===== src/common/board_pkg.sv =====
// board register package
// channel 0 register map, board constants and shared widths for the
// four-axis amplifier controller register block

package board_pkg;

    // ----------------------------------------------------------------------
    // widths
    typedef logic [3:0]  reg_index_t;   // register index within channel 0
    typedef logic [7:0]  host_addr_t;   // channel nibble + register index
    typedef logic [31:0] reg_word_t;    // register data word
    typedef logic [3:0]  axis_mask_t;   // bit 0 is axis 1
    typedef logic [15:0] period_t;      // watchdog period in ticks

    // ----------------------------------------------------------------------
    // channel 0 register map
    localparam reg_index_t REG_STATUS     = 4'd0;   // id, fault, enables
    localparam reg_index_t REG_PHYCTRL    = 4'd1;   // phy request scratch
    localparam reg_index_t REG_PHYDATA    = 4'd2;   // phy data scratch
    localparam reg_index_t REG_TIMEOUT    = 4'd3;   // watchdog period
    localparam reg_index_t REG_VERSION    = 4'd4;
    localparam reg_index_t REG_TEMPSNS    = 4'd5;   // 2x 8 bit sensors
    localparam reg_index_t REG_DIGIOUT    = 4'd6;
    localparam reg_index_t REG_FW_VERSION = 4'd7;
    localparam reg_index_t REG_PROMSTAT   = 4'd8;
    localparam reg_index_t REG_PROMRES    = 4'd9;
    localparam reg_index_t REG_DIGIN      = 4'd10;  // home, limits, v_fault
    localparam reg_index_t REG_SAFETY     = 4'd11;
    localparam reg_index_t REG_WDOG       = 4'd14;  // watchdog disable mask
    localparam reg_index_t REG_REGDISABLE = 4'd15;  // combined disable

    // ----------------------------------------------------------------------
    // constants
    localparam reg_word_t BOARD_VERSION = 32'h514C4131;  // "QLA1"
    localparam reg_word_t FW_VERSION    = 32'h0000_0003;
    localparam logic [3:0] NUM_AXES     = 4'd4;

    // one tick is 2^8 sysclk cycles
    localparam int WDOG_TICK_WIDTH = 8;

    // settle window after mv_good, in ticks
    localparam period_t MV_SETTLE_TICKS   = 16'd7680;
    localparam period_t WDOG_PERIOD_RESET = 16'hFFFF;

endpackage


===== src/common/board_state_if.sv =====
// live board control state
// register file contents shared with readback and the safety logic

`timescale 1ns/1ps

interface board_state_if;
    import board_pkg::*;

    axis_mask_t  reg_disable;   // 1 -> axis disabled
    logic        pwr_enable;    // motor power
    logic        relay_on;      // safety relay drive
    axis_mask_t  dout;          // digital outputs
    logic [15:0] phy_ctrl;
    logic [15:0] phy_data;
    period_t     wdog_period;   // 0 disables the watchdog

    modport driver (
        output reg_disable, pwr_enable, relay_on, dout,
        output phy_ctrl, phy_data, wdog_period
    );

    modport receiver (
        input reg_disable, pwr_enable, relay_on, dout,
        input phy_ctrl, phy_data, wdog_period
    );

endinterface


===== src/common/reg_bus_if.sv =====
// decoded host access bus
// carries registered channel 0 accesses and the watchdog kick from the
// host side to the register, readback and safety blocks

`timescale 1ns/1ps

interface reg_bus_if;
    import board_pkg::*;

    reg_index_t reg_index;  // register index, level
    reg_word_t  wdata;      // write data
    logic       wr_en;      // channel 0 write this cycle
    logic       kick;       // any host write, any channel

    modport driver (
        output reg_index,
        output wdata,
        output wr_en,
        output kick
    );

    modport receiver (
        input reg_index,
        input wdata,
        input wr_en,
        input kick
    );

endinterface


===== src/board_regs/board_regs.sv =====
// board control registers
// channel 0 writable state: axis enables, relay, motor power, digital
// outputs, phy scratch words and watchdog period. watchdog and safety
// disables latch into the enable state between writes.

`timescale 1ns/1ps

module board_regs (
    input  logic                  sysclk,
    input  logic                  reset,
    reg_bus_if.receiver           bus,
    board_state_if.driver         state,
    input  board_pkg::axis_mask_t wdog_amp_disable,
    input  board_pkg::axis_mask_t mv_amp_disable,
    input  board_pkg::axis_mask_t safety_amp_disable,
    output board_pkg::axis_mask_t amp_disable
);
    import board_pkg::*;

    axis_mask_t en_mask;    // status wdata[11:8]
    axis_mask_t en_value;   // status wdata[3:0], 1 -> enable
    axis_mask_t dis_next;   // disable after a status write
    axis_mask_t dout_next;

    // ----------------------------------------------------------------------
    // masked write values
    assign en_mask  = bus.wdata[11:8];
    assign en_value = bus.wdata[3:0];

    // masked axes take ~value, others hold; power off forces disable
    assign dis_next = {4{~state.pwr_enable}}
                    | (en_mask & ~en_value)
                    | (~en_mask & state.reg_disable);

    assign dout_next = (bus.wdata[11:8] & bus.wdata[3:0])
                     | (~bus.wdata[11:8] & state.dout);

    // ----------------------------------------------------------------------
    // register file
    always_ff @(posedge sysclk) begin
        if (!reset) begin
            state.reg_disable <= '1;                  // all axes off
            state.pwr_enable  <= 1'b0;
            state.relay_on    <= 1'b0;
            state.dout        <= '0;
            state.phy_ctrl    <= '0;
            state.phy_data    <= '0;
            state.wdog_period <= WDOG_PERIOD_RESET;
        end else if (bus.wr_en) begin
            case (bus.reg_index)
                REG_STATUS: begin
                    state.reg_disable <= dis_next;
                    if (bus.wdata[17])
                        state.relay_on <= bus.wdata[16];
                    if (bus.wdata[19])
                        state.pwr_enable <= bus.wdata[18];
                end
                REG_PHYCTRL: state.phy_ctrl    <= bus.wdata[15:0];
                REG_PHYDATA: state.phy_data    <= bus.wdata[15:0];
                REG_TIMEOUT: state.wdog_period <= bus.wdata[15:0];
                REG_DIGIOUT: state.dout        <= dout_next;
                default: ;                        // read-only or external
            endcase
        end else begin
            // latch external disables until the host re-enables
            state.reg_disable <= state.reg_disable
                               | wdog_amp_disable
                               | safety_amp_disable;
        end
    end

    // settle timer holds axes off without touching the register
    assign amp_disable = state.reg_disable | mv_amp_disable;

    // a watchdog trip between writes must latch every axis off
    a_wdog_latch: assert property (
        @(posedge sysclk) disable iff (!reset)
        (!bus.wr_en && (wdog_amp_disable == '1)) |=> (state.reg_disable == '1)
    );

endmodule


===== src/board_regs/safety_monitor.sv =====
// safety monitor
// tick prescaler, host watchdog and motor-voltage settle timer. state
// moves on tick cycles only; a host write clears the watchdog at once.

`timescale 1ns/1ps

module safety_monitor #(
    parameter int                TICK_WIDTH   = board_pkg::WDOG_TICK_WIDTH,
    parameter board_pkg::period_t SETTLE_TICKS = board_pkg::MV_SETTLE_TICKS
) (
    input  logic                   sysclk,
    input  logic                   reset,
    reg_bus_if.receiver            bus,
    board_state_if.receiver        state,
    input  logic                   mv_good,
    output logic                   wdog_timeout,
    output board_pkg::axis_mask_t  wdog_amp_disable,
    output board_pkg::axis_mask_t  mv_amp_disable
);
    import board_pkg::*;

    logic [TICK_WIDTH-1:0] prescale;
    logic                  tick;           // one cycle per 2^TICK_WIDTH
    period_t               wdog_count;     // ticks since last host write
    period_t               settle_count;   // ticks with mv_good high

    assign tick = &prescale;

    // ----------------------------------------------------------------------
    // free running prescaler
    always_ff @(posedge sysclk) begin
        if (!reset)
            prescale <= '0;
        else
            prescale <= prescale + 1'b1;
    end

    // ----------------------------------------------------------------------
    // watchdog, period 0 turns it off
    always_ff @(posedge sysclk) begin
        if (!reset || bus.kick) begin
            wdog_count       <= '0;
            wdog_timeout     <= 1'b0;
            wdog_amp_disable <= '0;
        end else if (tick && (state.wdog_period != '0)) begin
            if (wdog_count < state.wdog_period) begin
                wdog_count <= wdog_count + 1'b1;
            end else begin
                wdog_timeout     <= 1'b1;          // host went quiet
                wdog_amp_disable <= '1;
            end
        end
    end

    // ----------------------------------------------------------------------
    // motor voltage settle
    always_ff @(posedge sysclk) begin
        if (!reset) begin
            settle_count   <= '0;
            mv_amp_disable <= '1;
        end else if (tick) begin
            if (!mv_good) begin
                settle_count   <= '0;              // restart on supply loss
                mv_amp_disable <= '1;
            end else if (settle_count < SETTLE_TICKS) begin
                settle_count   <= settle_count + 1'b1;
                mv_amp_disable <= '1;
            end else begin
                mv_amp_disable <= '0;              // supply settled
            end
        end
    end

    // period is written together with a kick, so the count can't overshoot
    a_wdog_bound: assert property (
        @(posedge sysclk) disable iff (!reset)
        (state.wdog_period != '0) |-> (wdog_count <= state.wdog_period)
    );

endmodule


===== src/logic/board_ctrl_top.sv =====
// board controller top
// channel 0 board register block of the four-axis amplifier controller:
// host port, control registers, safety monitor and readback

`timescale 1ns/1ps

module board_ctrl_top #(
    parameter int                 TICK_WIDTH   = board_pkg::WDOG_TICK_WIDTH,
    parameter board_pkg::period_t SETTLE_TICKS = board_pkg::MV_SETTLE_TICKS
) (
    input  logic                  sysclk,
    input  logic                  reset,
    // host register bus
    input  board_pkg::host_addr_t reg_addr,
    input  board_pkg::reg_word_t  reg_wdata,
    input  logic                  reg_wen,
    output board_pkg::reg_word_t  reg_rdata,
    // board inputs
    input  logic [3:0]            board_id,
    input  board_pkg::axis_mask_t fault,
    input  board_pkg::axis_mask_t neg_limit,
    input  board_pkg::axis_mask_t pos_limit,
    input  board_pkg::axis_mask_t home,
    input  logic                  relay,
    input  logic                  mv_good,
    input  logic                  v_fault,
    input  logic [15:0]           temp_sense,
    input  board_pkg::reg_word_t  prom_status,
    input  board_pkg::reg_word_t  prom_result,
    input  board_pkg::axis_mask_t safety_amp_disable,
    // board outputs
    output board_pkg::axis_mask_t amp_disable,
    output board_pkg::axis_mask_t dout,
    output logic                  pwr_enable,
    output logic                  relay_on
);
    import board_pkg::*;

    logic       wdog_timeout;
    axis_mask_t wdog_amp_disable;
    axis_mask_t mv_amp_disable;

    reg_bus_if     bus ();
    board_state_if state ();

    host_port u_host_port (
        .sysclk, .reset, .reg_addr, .reg_wdata, .reg_wen, .bus(bus.driver)
    );

    board_regs u_board_regs (
        .sysclk, .reset, .bus(bus.receiver), .state(state.driver),
        .wdog_amp_disable, .mv_amp_disable, .safety_amp_disable, .amp_disable
    );

    safety_monitor #(.TICK_WIDTH(TICK_WIDTH), .SETTLE_TICKS(SETTLE_TICKS)) u_safety (
        .sysclk, .reset, .bus(bus.receiver), .state(state.receiver),
        .mv_good, .wdog_timeout, .wdog_amp_disable, .mv_amp_disable
    );

    readback_mux u_readback (
        .sysclk, .reset, .bus(bus.receiver), .state(state.receiver),
        .wdog_timeout, .wdog_amp_disable, .amp_disable, .board_id, .fault,
        .neg_limit, .pos_limit, .home, .relay, .mv_good, .v_fault, .temp_sense,
        .prom_status, .prom_result, .safety_amp_disable, .reg_rdata
    );

    // board drive pins straight from the register file
    assign dout       = state.dout;
    assign pwr_enable = state.pwr_enable;
    assign relay_on   = state.relay_on;

endmodule


===== src/logic/host_port.sv =====
// host port
// registers the host register bus, decodes channel 0 writes and raises
// the watchdog kick on every write

`timescale 1ns/1ps

module host_port (
    input  logic                  sysclk,
    input  logic                  reset,      // sync, active low
    input  board_pkg::host_addr_t reg_addr,
    input  board_pkg::reg_word_t  reg_wdata,
    input  logic                  reg_wen,
    reg_bus_if.driver             bus
);
    import board_pkg::*;

    logic [3:0] channel;    // upper address nibble

    assign channel = reg_addr[7:4];

    // payload, no reset needed
    always_ff @(posedge sysclk) begin
        bus.reg_index <= reg_addr[3:0];
        bus.wdata     <= reg_wdata;
    end

    // strobes
    always_ff @(posedge sysclk) begin
        if (!reset) begin
            bus.wr_en <= 1'b0;
            bus.kick  <= 1'b0;
        end else begin
            bus.wr_en <= reg_wen && (channel == 4'd0);  // board channel only
            bus.kick  <= reg_wen;                       // any channel feeds watchdog
        end
    end

endmodule


===== src/logic/readback_mux.sv =====
// register readback
// continuous read path, one register stage from index to read data

`timescale 1ns/1ps

module readback_mux (
    input  logic                   sysclk,
    input  logic                   reset,
    reg_bus_if.receiver            bus,
    board_state_if.receiver        state,
    input  logic                   wdog_timeout,
    input  board_pkg::axis_mask_t  wdog_amp_disable,
    input  board_pkg::axis_mask_t  amp_disable,
    input  logic [3:0]             board_id,      // rotary switch
    input  board_pkg::axis_mask_t  fault,
    input  board_pkg::axis_mask_t  neg_limit,
    input  board_pkg::axis_mask_t  pos_limit,
    input  board_pkg::axis_mask_t  home,
    input  logic                   relay,
    input  logic                   mv_good,
    input  logic                   v_fault,
    input  logic [15:0]            temp_sense,
    input  board_pkg::reg_word_t   prom_status,
    input  board_pkg::reg_word_t   prom_result,
    input  board_pkg::axis_mask_t  safety_amp_disable,
    output board_pkg::reg_word_t   reg_rdata
);
    import board_pkg::*;

    reg_word_t status_word;
    reg_word_t rd_next;

    assign status_word = {
        NUM_AXES, board_id,                       // byte 3
        wdog_timeout, 3'd0,                       // byte 2
        mv_good, state.pwr_enable, ~relay, state.relay_on,
        4'd0, fault,                              // byte 1
        4'd0, ~state.reg_disable                  // byte 0, 1 -> enabled
    };

    always_comb begin
        case (bus.reg_index)
            REG_STATUS:     rd_next = status_word;
            REG_PHYCTRL:    rd_next = {16'd0, state.phy_ctrl};
            REG_PHYDATA:    rd_next = {16'd0, state.phy_data};
            REG_TIMEOUT:    rd_next = {16'd0, state.wdog_period};
            REG_VERSION:    rd_next = BOARD_VERSION;
            REG_TEMPSNS:    rd_next = {16'd0, temp_sense};
            REG_DIGIOUT:    rd_next = {28'd0, state.dout};
            REG_FW_VERSION: rd_next = FW_VERSION;
            REG_PROMSTAT:   rd_next = prom_status;
            REG_PROMRES:    rd_next = prom_result;
            REG_DIGIN:      rd_next = {15'd0, v_fault, state.dout, neg_limit, pos_limit, home};
            REG_SAFETY:     rd_next = {28'd0, safety_amp_disable};
            REG_WDOG:       rd_next = {28'd0, wdog_amp_disable};
            REG_REGDISABLE: rd_next = {28'd0, amp_disable};
            default:        rd_next = '0;         // unmapped
        endcase
    end

    always_ff @(posedge sysclk) begin
        if (!reset)
            reg_rdata <= '0;
        else
            reg_rdata <= rd_next;
    end

    // host never sees stale data out of reset
    a_rdata_reset: assert property (
        @(posedge sysclk) !reset |=> (reg_rdata == '0)
    );

endmodule


===== config.mk =====
export PLATFORM = sky130hd
export DESIGN_NAME = board_ctrl_top
export DESIGN_NICKNAME = d
export VERILOG_FILES = /design/src/common/board_pkg.sv /design/src/common/board_state_if.sv /design/src/common/reg_bus_if.sv /design/src/board_regs/board_regs.sv /design/src/board_regs/safety_monitor.sv /design/src/logic/board_ctrl_top.sv /design/src/logic/host_port.sv /design/src/logic/readback_mux.sv
export SDC_FILE = /design/constraint.sdc
export NUM_CORES = 1
export LEC_CHECK = 0
export BUFFER_PORTS_ARGS = -buffer_cell sky130_fd_sc_hd__buf_4
export CORE_ASPECT_RATIO = 0.5
export CORE_MARGIN = 8
export CORE_UTILIZATION = 50
export CTS_CLUSTER_SIZE = 12
export DETAILED_ROUTE_END_ITERATION = 10
export GPL_ROUTABILITY_DRIVEN = 0
export PLACE_DENSITY = 0.81
export SLEW_MARGIN = 20
export SYNTH_ARGS = -nofsm -noshare
export SYNTH_HDL_FRONTEND = slang
export SYNTH_SLANG_ARGS = --single-unit

===== constraint.sdc =====
create_clock -name sysclk -period 2.6 [get_ports sysclk]
set_input_delay 0.26 -clock sysclk [delete_from_list [all_inputs] [get_ports sysclk]]
set_output_delay 0.26 -clock sysclk [all_outputs]
set_load 0.02 [all_outputs]

==> impl_metrics.json, run 1 <==
{
  "power_uw": 5460,
  "power.switching_uw": 1320,
  "wl_microns": 23800,
  "use_met3": 0.0649,
  "status": "completed",
  "max_cap_violations": 0,
  "max_freq_mhz": 416,
  "dp_hpwl_microns": 16600,
  "arrival_ns": 2.74,
  "power_frac_comb": 0.081,
  "swShare": 0.242,
  "syn_to_final_growth_pct": 33.2,
  "ios": 192,
  "first_pass_iters": 6,
  "grt_max_degree": 39,
  "overflow": 0,
  "cts_buffers": 17,
  "sequentialPowerShare": 0.461,
  "setup_violations": 0,
  "worstSetupPathType": "flip-flop to flip-flop",
  "clkPwrFrac": 0.458,
  "fin_crit_sh": 0.924,
  "layout.nets": 1172,
  "track_usage": 0.253,
  "drive_gt1_frac": 0.244,
  "instances_no_fill": 1209,
  "hold_violations": 0,
  "drtAntennaViolNets": 0,
  "n_antenna_cell": 0,
  "final_core_util": 0.686,
  "path_max_fanout": 31,
  "dieArea_sq_um": 18400,
  "startpoint_type": "flip-flop",
  "drtIter0Drc": 836,
  "via_per_inst": 5.99,
  "grt_pass1_vias": 6970,
  "ys_async_sr_fraction": 0,
  "rsz0062_at_grt": "false",
  "cts_buffer_depth": 2,
  "layout_commonest_cell": "buf_4",
  "ys_seq_area_frac": 0.449,
  "antenna_found_initial": 0,
  "clock_sinks": 158,
  "final_max_slew_viol_count": 0,
  "synthDistinctLibCells": 58,
  "ys_ff_latch": 158,
  "max_slew_margin": 0.523,
  "power_density_nw_per_um2": 583,
  "synth_edf_count": 0,
  "vdd_drop_max_v": 0.000361,
  "period_needed_ns": 2.40,
  "fin_skew_ns": 0.0114,
  "port_buffers": 179,
  "h-tree-depth": 4,
  "drc": 0,
  "grt_util_met1": 0.308,
  "wl_per_cell_microns": 19.6,
  "tritoncts": "done",
  "p_leak_uw": 0.00374,
  "clk_pin_slew_ns": 0.07,
  "syn_area_sq_um": 7040,
  "dpl.cell_count": 1153,
  "yosys_warnings": 0,
  "synth_area_per_cell_sq_um": 8.61,
  "busiest_layer": "met2",
  "endpoint_kind": "flip-flop",
  "die_w_microns": 184,
  "final_cell_mix": "buf_4 (198), dfxtp_1 (158), nand2_1 (135)",
  "syn-instance-count": 817,
  "via_count": 7243,
  "cp.required_ns": 2.94,
  "worst_slew_pin_slew_ns": 0.716,
  "synth_fp_nets": 985,
  "synth_ff_type": "dfxtp_1",
  "clock_tree.root_cell": "clkbuf_16",
  "use_met2": 0.426,
  "rows": 30,
  "die_h_microns": 99.9,
  "grt_pass1_wl_microns": 37000,
  "setup_tns_ns": 0,
  "p_int_uw": 4140,
  "worstSkewPairLatency_ns": 0.42,
  "hp-class": "primary input to flip-flop",
  "start_util": 0.515,
  "core_sq_um": 13700
}
==> registers in the layout, summed over array words and instances, names as in the netlist, 8 cells and up, named ones only <==
| signal | cells |
|---|---|
| u_host_port.bus.wdata | 20 |
| u_board_regs.state.phy_data | 16 |
| u_safety.wdog_count | 16 |
| u_board_regs.state.wdog_period | 16 |
| u_safety.prescale | 8 |
| u_safety.settle_count | 16 |
| u_readback.reg_rdata | 32 |
| u_board_regs.state.phy_ctrl | 16 |
==> routing by layer <==
| metal | wire, microns | up-vias |
|---|---|---|
| li1 | - | 3351 |
| met1 | 9500 | 3433 |
| met2 | 11300 | 398 |
| met3 | 2260 | 61 |
| met4 | 657 | 0 |
| met5 | 0 | - |
==> Yosys cell counts, types with 3 or more instances <==
cell type,instances,share of area
inv_1,21,0.011
dfxtp_1,158,0.45
nand2_1,135,0.072
nor2_1,45,0.024
xor2_1,4,0.0050
ha_1,18,0.032
a21boi_1,10,0.011
a21boi_0,25,0.027
or4_1,13,0.014
o21ai_0,19,0.014
o211ai_1,15,0.016
clkbuf_1,36,0.019
a21oi_1,45,0.032
a222oi_1,6,0.0085
or3_1,5,0.0044
a31oi_1,19,0.017
and4_1,4,0.0050
a22oi_1,44,0.047
nor4_1,5,0.0044
o21ai_1,3,0.0021
buf_1,4,0.0021
a41oi_1,7,0.0087
xnor2_1,8,0.010
mux2i_1,7,0.010
o31ai_1,13,0.014
a22o_1,4,0.0050
nor2b_1,11,0.0098
buf_2,12,0.0085
nand2b_1,12,0.011
and3_1,11,0.0098
or2_2,3,0.0027
nand3_1,25,0.018
a221oi_1,9,0.011
nor3_1,11,0.0078
nand4_1,10,0.0089
and2_1,14,0.012
==> worst max-delay path, stage by stage (launching register included) <==
cell	delay (ns)
dfxtp_1	0.38
inv_1	0.08
ha_1	0.32
a211oi_1	0.25
nor2_1	0.10
nor4_2	0.20
o21ai_1	0.11
buf_4	0.23
or4_1	0.49
a21oi_1	0.15
==> final timing paths <==
| check | endpoint | slack, ns | from | cells past startpoint |
|---|---|---|---|---|
| worst min-delay path | u_readback.reg_rdata[29] | 0.07 | prom_status[29] | 3 |
| worst max-delay path | u_safety.wdog_count[3] | 0.20 | u_board_regs.state.wdog_period[13] | 9 |
| worst max register to register | u_safety.wdog_count[3] | 0.20 | u_board_regs.state.wdog_period[13] | 9 |
| worst min register to register | u_board_regs.state.phy_ctrl[14] | 0.46 | u_board_regs.state.phy_ctrl[14] | 2 |
==> stage by stage <==
step | hold WS (ns) | worst slack, ns | area [sq um]
2_1_floorplan | 0.288 | 0.501 | 7040
3_3_place_gp | 0.364 | 0.325 | 8550
3_5_place_dp | 0.365 | 0.253 | 8550
4_1_cts | 0.0591 | 0.226 | 9370
5_1_grt | 0.0807 | 0.0206 | 9370
6_report | 0.0705 | 0.198 | 9370
==> what timing repair did <==
action,CTS,global route
setup endpoints to repair,0,0
hold endpoints to repair,24,0
buffers inserted,0,0
hold buffers,24,0
resized for setup,0,0
==> power groups by stage <==
stage / Clock (uW) / Combinational [uW] / Sequential, uW
floorplan: 0 / 139 / 2570
global placement: 0 / 400 / 2570
detailed placement: 0 / 405 / 2570
CTS: 2520 / 436 / 2510
global route: 2620 / 468 / 2520
finish: 2500 / 443 / 2520
==> layout make-up <==
type                            instances  area [sq um]
Clock buffer                           17           425
Fill cell                            1048          4290
Inverter                               22          82.6
Timing Repair Buffer                  222          1730
Clock inverter                         15           160
Sequential cell                       158          3160
Tap cell                              192           240
Multi-Input combinational cell        583          3580
==> logic make-up after synthesis <==
kind of cell             count (synthesis)  share of synthesized area
AND/OR/NAND/NOR                        314                      0.218
AO/OA/AOI/OAI                          231                      0.229
flip-flops                             158                      0.449
buffers and inverters                   76                     0.0448
adder cells (fa/ha/maj)                 18                     0.0320
XOR/XNOR                                12                     0.0149
multiplexers                             8                     0.0116
No activity file was read; power rests on OpenSTA's default activity.
==> run 2, diff against run 1 <==
--- a/config.mk
+++ b/config.mk
@@ -13,6 +13,7 @@
 export DETAILED_ROUTE_END_ITERATION = 10
 export GPL_ROUTABILITY_DRIVEN = 0
 export PLACE_DENSITY = 0.81
+export REMOVE_ABC_BUFFERS = 1
 export SLEW_MARGIN = 20
 export SYNTH_ARGS = -nofsm -noshare
 export SYNTH_HDL_FRONTEND = slang
==> run 2 against run 1 <==
Sequential power barely moved. Register-to-register slack got worse by 0.08 ns. Clock power rose by 5%. Design area rose by 1.0%. Power rose by 2.4%. Worst setup slack got worse by 0.078 ns. Sequential share of layout area fell by 0.33 points. Non-clock buffer count rose by 5. Combinational power rose by 4.5%. Count of clock-buffer cells in the layout did not move. First-iteration DRC count rose by 2.6%. Largest cell class unchanged. Largest power group is now the clock network. Highest routed layer unchanged.
==> impl_metrics.json, run 2 (synthesis gave the netlist of run 1 again) <==
{
  "status": "completed",
  "path_max_fanout": 31,
  "clk_pin_slew_ns": 0.07,
  "max_cap_violations": 0,
  "vdd_drop_max_v": 0.000447,
  "first_pass_iters": 8,
  "drive_gt1_frac": 0.250,
  "reg.largest.list": "u_readback.reg_rdata: 32 flops, u_host_port.bus.wdata: 20 flops",
  "arrival_ns": 2.83,
  "antenna_found_initial": 1,
  "largest-register": "u_readback.reg_rdata",
  "max_freq_mhz": 403,
  "cts_buffers": 17,
  "drtIter0Drc": 858,
  "worstSkewPairLatency_ns": 0.43,
  "die_h_microns": 99.9,
  "max_slew_margin": 0.451,
  "hold_violations": 0,
  "start_util": 0.515,
  "grt_max_degree": 39,
  "startpoint_type": "flip-flop",
  "placed_area_sq_um": 8600,
  "port_buffers": 179,
  "period_needed_ns": 2.48,
  "final_core_util": 0.693,
  "postLayoutCellArea_sq_um": 9470,
  "cts_buffer_depth": 2,
  "syn_to_final_growth_pct": 34.6,
  "clock_sinks": 158,
  "wl_per_cell_microns": 19.5,
  "rows": 30,
  "tritoncts": "done",
  "layout_commonest_cell": "buf_4",
  "fin_skew_ns": 0.00933,
  "clock_tree.root_cell": "clkbuf_16",
  "h-tree-depth": 4,
  "layout.nets": 1177,
  "drc": 0,
  "worstSetupPathType": "flip-flop to flip-flop",
  "nFillCells": 1041,
  "via_count": 7286,
  "ios": 192,
  "regArea_sq_um": 3160,
  "clkPwrFrac": 0.470,
  "postCtsSetupRepairBufs": 0,
  "track_usage": 0.247,
  "swShare": 0.241,
  "power_density_nw_per_um2": 591,
  "overflow": 0,
  "endpoint_kind": "flip-flop",
  "grt_pass1_wl_microns": 36500,
  "largest_register_ffs": 32,
  "sequentialPowerShare": 0.448,
  "setup_violations": 0,
  "power_frac_comb": 0.083,
  "final_max_slew_viol_count": 0,
  "drtAntennaViolNets": 0,
  "p_leak_uw": 0.00379,
  "hp-class": "primary input to flip-flop",
  "multiInputGateArea_sq_um": 3590,
  "power.switching_uw": 1350,
  "worst_slew_pin_slew_ns": 0.822,
  "fin_crit_sh": 0.954,
  "grt_pass1_vias": 7120,
  "dieArea_sq_um": 18400,
  "via_per_inst": 6.00,
  "wl_microns": 23700,
  "core_sq_um": 13700,
  "p_int_uw": 4250,
  "cp.required_ns": 2.95,
  "dp_hpwl_microns": 16400,
  "final_cell_mix": "buf_4 (201), dfxtp_1 (157), nand2_1 (135)",
  "die_w_microns": 184
}
run 2: cell types whose count changed in the layout (fill, tap and decap cells not counted):
cell,before,now
a211oi_2,1,2
buf_4,198,201
dfxtp_1,158,157
a211oi_1,1,0
bufinv_16,2,3
buf_6,0,1
nor2_1,44,43
diode_2,0,1
nor2_4,0,1
dfxtp_2,0,1
inv_8,0,1
buf_12,0,1
clkinvlp_4,5,3
run 2: stage by stage:
stage,hold slack [ns],worst slack [ns],TNS (ns),power [uW],std cells
2_1_floorplan,0.288,-0.0761,-0.418,2690,763
3_3_place_gp,0.364,0.317,0,2970,1158
3_5_place_dp,0.366,0.210,0,2980,1158
4_1_cts,0.0586,0.174,0,5590,1214
5_1_grt,0.0568,-0.00842,-0.00842,5730,1215
6_report,0.0565,0.121,0,5590,1215
run 2: final cells by class:
cell class | instances | share of cell area
antenna | 1 | 0.000264
tap | 192 | 0.0254
clock inverter | 15 | 0.0197
clock buffer | 17 | 0.0449
timing repair buffer | 227 | 0.188
inverter | 22 | 0.00872
sequential | 158 | 0.334
multi-input combinational | 583 | 0.379
run 2: worst paths after layout:
check        cells after the start                         endpoint  slack [ns]                               start
min reg2reg                      2  u_board_regs.state.phy_data[11]        0.46     u_board_regs.state.phy_data[11]
max reg2reg                      9           u_safety.wdog_count[7]        0.12  u_board_regs.state.wdog_period[13]
min                              2             u_host_port.bus.kick        0.06                             reg_wen
max                              9           u_safety.wdog_count[7]        0.12  u_board_regs.state.wdog_period[13]
run 2: critical path, cell delays in order, from the launching register on:
cell      delay, ns
dfxtp_2        0.35
inv_1          0.08
ha_1           0.33
a211oi_2       0.18
nor2_1         0.07
nor4_2         0.36
o21ai_1        0.16
buf_6          0.21
or4_1          0.49
a21oi_1        0.16
run 2: what timing repair did:
| item | in CTS | in global routing |
|---|---|---|
| endpoints found under the setup margin | 0 | 4 |
| resized for setup | 0 | 3 |
| hold endpoints to repair | 24 | 0 |
| hold buffers | 24 | 0 |
run 2: power groups by stage:
stage	Clock (uW)	Combinational (uW)	Sequential [uW]
4_1_cts	2630	453	2500
3_3_place_gp	0	415	2560
2_1_floorplan	0	110	2580
6_report	2630	463	2500
3_5_place_dp	0	422	2560
5_1_grt	2740	486	2510
run 2: layer usage:
metal	part of all wire	up-vias	routed length, microns	global-route usage
met5	0	-	0	0
met4	0.034	0	804	0.110
met3	0.093	75	2200	0.0570
met2	0.49	422	11700	0.432
met1	0.38	3441	9050	0.287
li1	-	3348	-	-
==> run 3, diff against run 2 <==
--- a/config.mk
+++ b/config.mk
@@ -5,6 +5,7 @@
 export SDC_FILE = /design/constraint.sdc
 export NUM_CORES = 1
 export LEC_CHECK = 0
+export ABC_AREA = 1
 export BUFFER_PORTS_ARGS = -buffer_cell sky130_fd_sc_hd__buf_4
 export CORE_ASPECT_RATIO = 0.5
 export CORE_MARGIN = 8
@@ -12,7 +13,7 @@
 export CTS_CLUSTER_SIZE = 12
 export DETAILED_ROUTE_END_ITERATION = 10
 export GPL_ROUTABILITY_DRIVEN = 0
-export PLACE_DENSITY = 0.81
+export PLACE_DENSITY = 0.8
 export REMOVE_ABC_BUFFERS = 1
 export SLEW_MARGIN = 20
 export SYNTH_ARGS = -nofsm -noshare
==> run 3 against run 2 <==
Area after synthesis increased by 2.7%. Flip-flop and latch count did not move. Maximum frequency up 19%. Non-clock buffer count decreased by 12. Synthesized cell count grew 21%. Register-to-register slack better by 0.40 ns. Critical endpoint is now u_safety.wdog_count[1]. Largest cell class unchanged.
==> impl_metrics.json, run 3 <==
{
  "status": "completed",
  "antenna_found_initial": 0,
  "worst_slew_pin_slew_ns": 0.936,
  "endpoint_kind": "flip-flop",
  "path_max_fanout": 27,
  "grt_pass1_wl_microns": 35700,
  "ys_async_sr_fraction": 0,
  "worstSetupPathType": "flip-flop to flip-flop",
  "n_antenna_cell": 0,
  "die_h_microns": 101,
  "largest-register": "u_readback.reg_rdata",
  "synth-simple-area-share": 0.243,
  "synth_common_cells": "nand2_1 (199), dfxtp_1 (158), inv_1 (126)",
  "largest_register_ffs": 32,
  "clock_tree.root_cell": "clkbuf_16",
  "layout.nets": 1354,
  "core_sq_um": 14300,
  "post_cts_resized": 0,
  "synth_top_family_by_area": "simple AND/OR/NAND/NOR gates",
  "clk_pin_slew_ns": 0.07,
  "cts_buffers": 17,
  "syn-instance-count": 990,
  "yosys_warnings": 0,
  "synth_edf_count": 0,
  "max_slew_margin": 0.374,
  "ys_seq_area_frac": 0.438,
  "dp_hpwl_microns": 16200,
  "dieArea_sq_um": 18800,
  "worstReg2RegEnd": "u_safety.wdog_count[1]",
  "synthDistinctLibCells": 39,
  "fin_skew_ns": 0.0127,
  "die_w_microns": 186,
  "synthMuxAreaShare": 0,
  "grt_pass1_vias": 7290,
  "hp-class": "primary input to flip-flop",
  "p_int_uw": 4090,
  "synth_area_per_cell_sq_um": 7.30,
  "synthAdderAreaFrac": 0.0312,
  "tritoncts": "done",
  "drive_gt1_frac": 0.215,
  "ys_ff_latch": 158,
  "synth_compound_area_frac": 0.193,
  "track_usage": 0.238,
  "setup_violations": 0,
  "grt_max_degree": 51,
  "vdd_drop_max_v": 0.000470,
  "overflow": 0,
  "hold_depth": 3,
  "final_max_slew_viol_count": 0,
  "power_density_nw_per_um2": 567,
  "min_to": "u_host_port.bus.kick",
  "power_frac_comb": 0.083,
  "via_count": 7594,
  "syn_area_sq_um": 7230,
  "max_cap_violations": 0,
  "holdCritStartpoint": "reg_wen",
  "power_uw": 5430,
  "power.switching_uw": 1340,
  "cp.required_ns": 2.89,
  "port_buffers": 179,
  "fin_hold_ws_ns": 0.0424,
  "drc": 0,
  "ios": 192,
  "reg.largest.list": "u_readback.reg_rdata: 32 flops, u_host_port.bus.wdata: 20 flops",
  "startpoint_type": "flip-flop",
  "swShare": 0.248,
  "drtIter0Drc": 644,
  "wl_per_cell_microns": 16.3,
  "start_util": 0.505,
  "synthXorXnorAreaFrac": 0.00121,
  "synth_ff_type": "dfxtp_1",
  "h-tree-depth": 4,
  "rsz0062_at_grt": "false",
  "syn_to_final_growth_pct": 32.4,
  "final_cell_mix": "nand2_1 (199), buf_4 (189), dfxtp_1 (158)",
  "sequentialPowerShare": 0.460,
  "synth_top_cells_by_area": "dfxtp_1 (44%), nand2_1 (10%), a21oi_1 (7.3%), inv_1 (6.5%), o21ai_0 (5.2%)",
  "drtAntennaViolNets": 0,
  "yosysMostFrequentCell": "nand2_1",
  "first_pass_iters": 6,
  "yosysTopAreaCell": "dfxtp_1",
  "clock_sinks": 158,
  "fin_crit_sh": 0.800,
  "max_freq_mhz": 480,
  "arrival_ns": 2.37,
  "cts_buffer_depth": 2,
  "clkPwrFrac": 0.457,
  "period_needed_ns": 2.08,
  "hold_violations": 0,
  "via_per_inst": 5.44,
  "reg2reg_from": "u_board_regs.state.wdog_period[5]",
  "layout_commonest_cell": "nand2_1",
  "yosysTopAreaCellShare": 0.438,
  "r2r_slack_ns": 0.52,
  "p_leak_uw": 0.00431,
  "wl_microns": 22800,
  "reg2reg_depth": 10,
  "rows": 31,
  "setup_tns_ns": 0,
  "worstSkewPairLatency_ns": 0.43
}
-- run 3: logic make-up (layout without fill, tap and decap cells) --
family | Yosys count | count (layout)
AND/OR/NAND/NOR | 397 | 397
XOR/XNOR | 1 | 1
AO/OA/AOI/OAI | 243 | 243
flip-flops | 158 | 158
adder cells (fa/ha/maj) | 18 | 18
buffers and inverters | 173 | 382
-- run 3: area by class of cell --
| cell class | count | area (sq um) |
|---|---|---|
| Clock buffer | 18 | 439 |
| Clock inverter | 14 | 148 |
| Fill cell | 1122 | 4740 |
| Inverter | 135 | 507 |
| Multi-Input combinational cell | 659 | 3390 |
| Sequential cell | 158 | 3160 |
| Tap cell | 198 | 248 |
| Timing Repair Buffer | 215 | 1680 |
-- run 3: power groups by stage --
| stage | sequential, uW | combinational, uW | clock [uW] |
|---|---|---|---|
| after global routing | 2500 | 482 | 2620 |
| final | 2500 | 448 | 2480 |
| after CTS | 2500 | 443 | 2510 |
| after floorplan | 2570 | 128 | 0 |
| after detailed placement | 2550 | 409 | 0 |
| after global placement | 2550 | 403 | 0 |
-- run 3: worst max-delay path: stages, from the launching register on --
cell and delay, ns:
dfxtp_1 0.32, inv_1 0.09, ha_1 0.33, a21oi_1 0.13, nor2_1 0.06, nor3_1 0.13, nand2_1 0.09, nand2_2 0.37
nand3_2 0.23, nand2_1 0.12, a21oi_1 0.06
-- run 3: timing repair --
item                                   CTS  global route
hold buffers                            26             0
buffers inserted                         0             0
endpoints found under the hold margin   25             0
-- run 3: worst max path at each step --
stage                                            startpoint                       end  slack, ns  cells past startpoint
after floorplan                                       reset  u_safety.settle_count[9]       0.55                      5
after global placement    u_board_regs.state.wdog_period[9]    u_safety.wdog_count[4]       0.61                     12
after detailed placement  u_board_regs.state.wdog_period[9]    u_safety.wdog_count[4]       0.56                     12
after CTS                 u_board_regs.state.wdog_period[9]    u_safety.wdog_count[4]       0.55                     12
after global routing      u_board_regs.state.wdog_period[9]    u_safety.wdog_count[4]       0.26                     12
final                     u_board_regs.state.wdog_period[5]    u_safety.wdog_count[1]       0.52                     10
-- run 3: metrics by stage --
step                instances   util  instance area (sq um)  worst slack, ns
detailed placement       1339  0.609                   8720            0.561
global placement         1339  0.609                   8720            0.610
floorplan                 952      -                   7060            0.551
global route             1397  0.669                   9570            0.263
finish                   1397  0.669                   9570            0.519
CTS                      1397  0.669                   9570            0.551
-- run 3: layer usage --
layer / vias to the layer above / GRT usage / wire (microns)
met5: - / 0 / 0
met3: 38 / 0.0540 / 2130
met1: 3500 / 0.285 / 9410
met4: 0 / 0.0728 / 357
met2: 360 / 0.420 / 10900
li1: 3696 / - / -
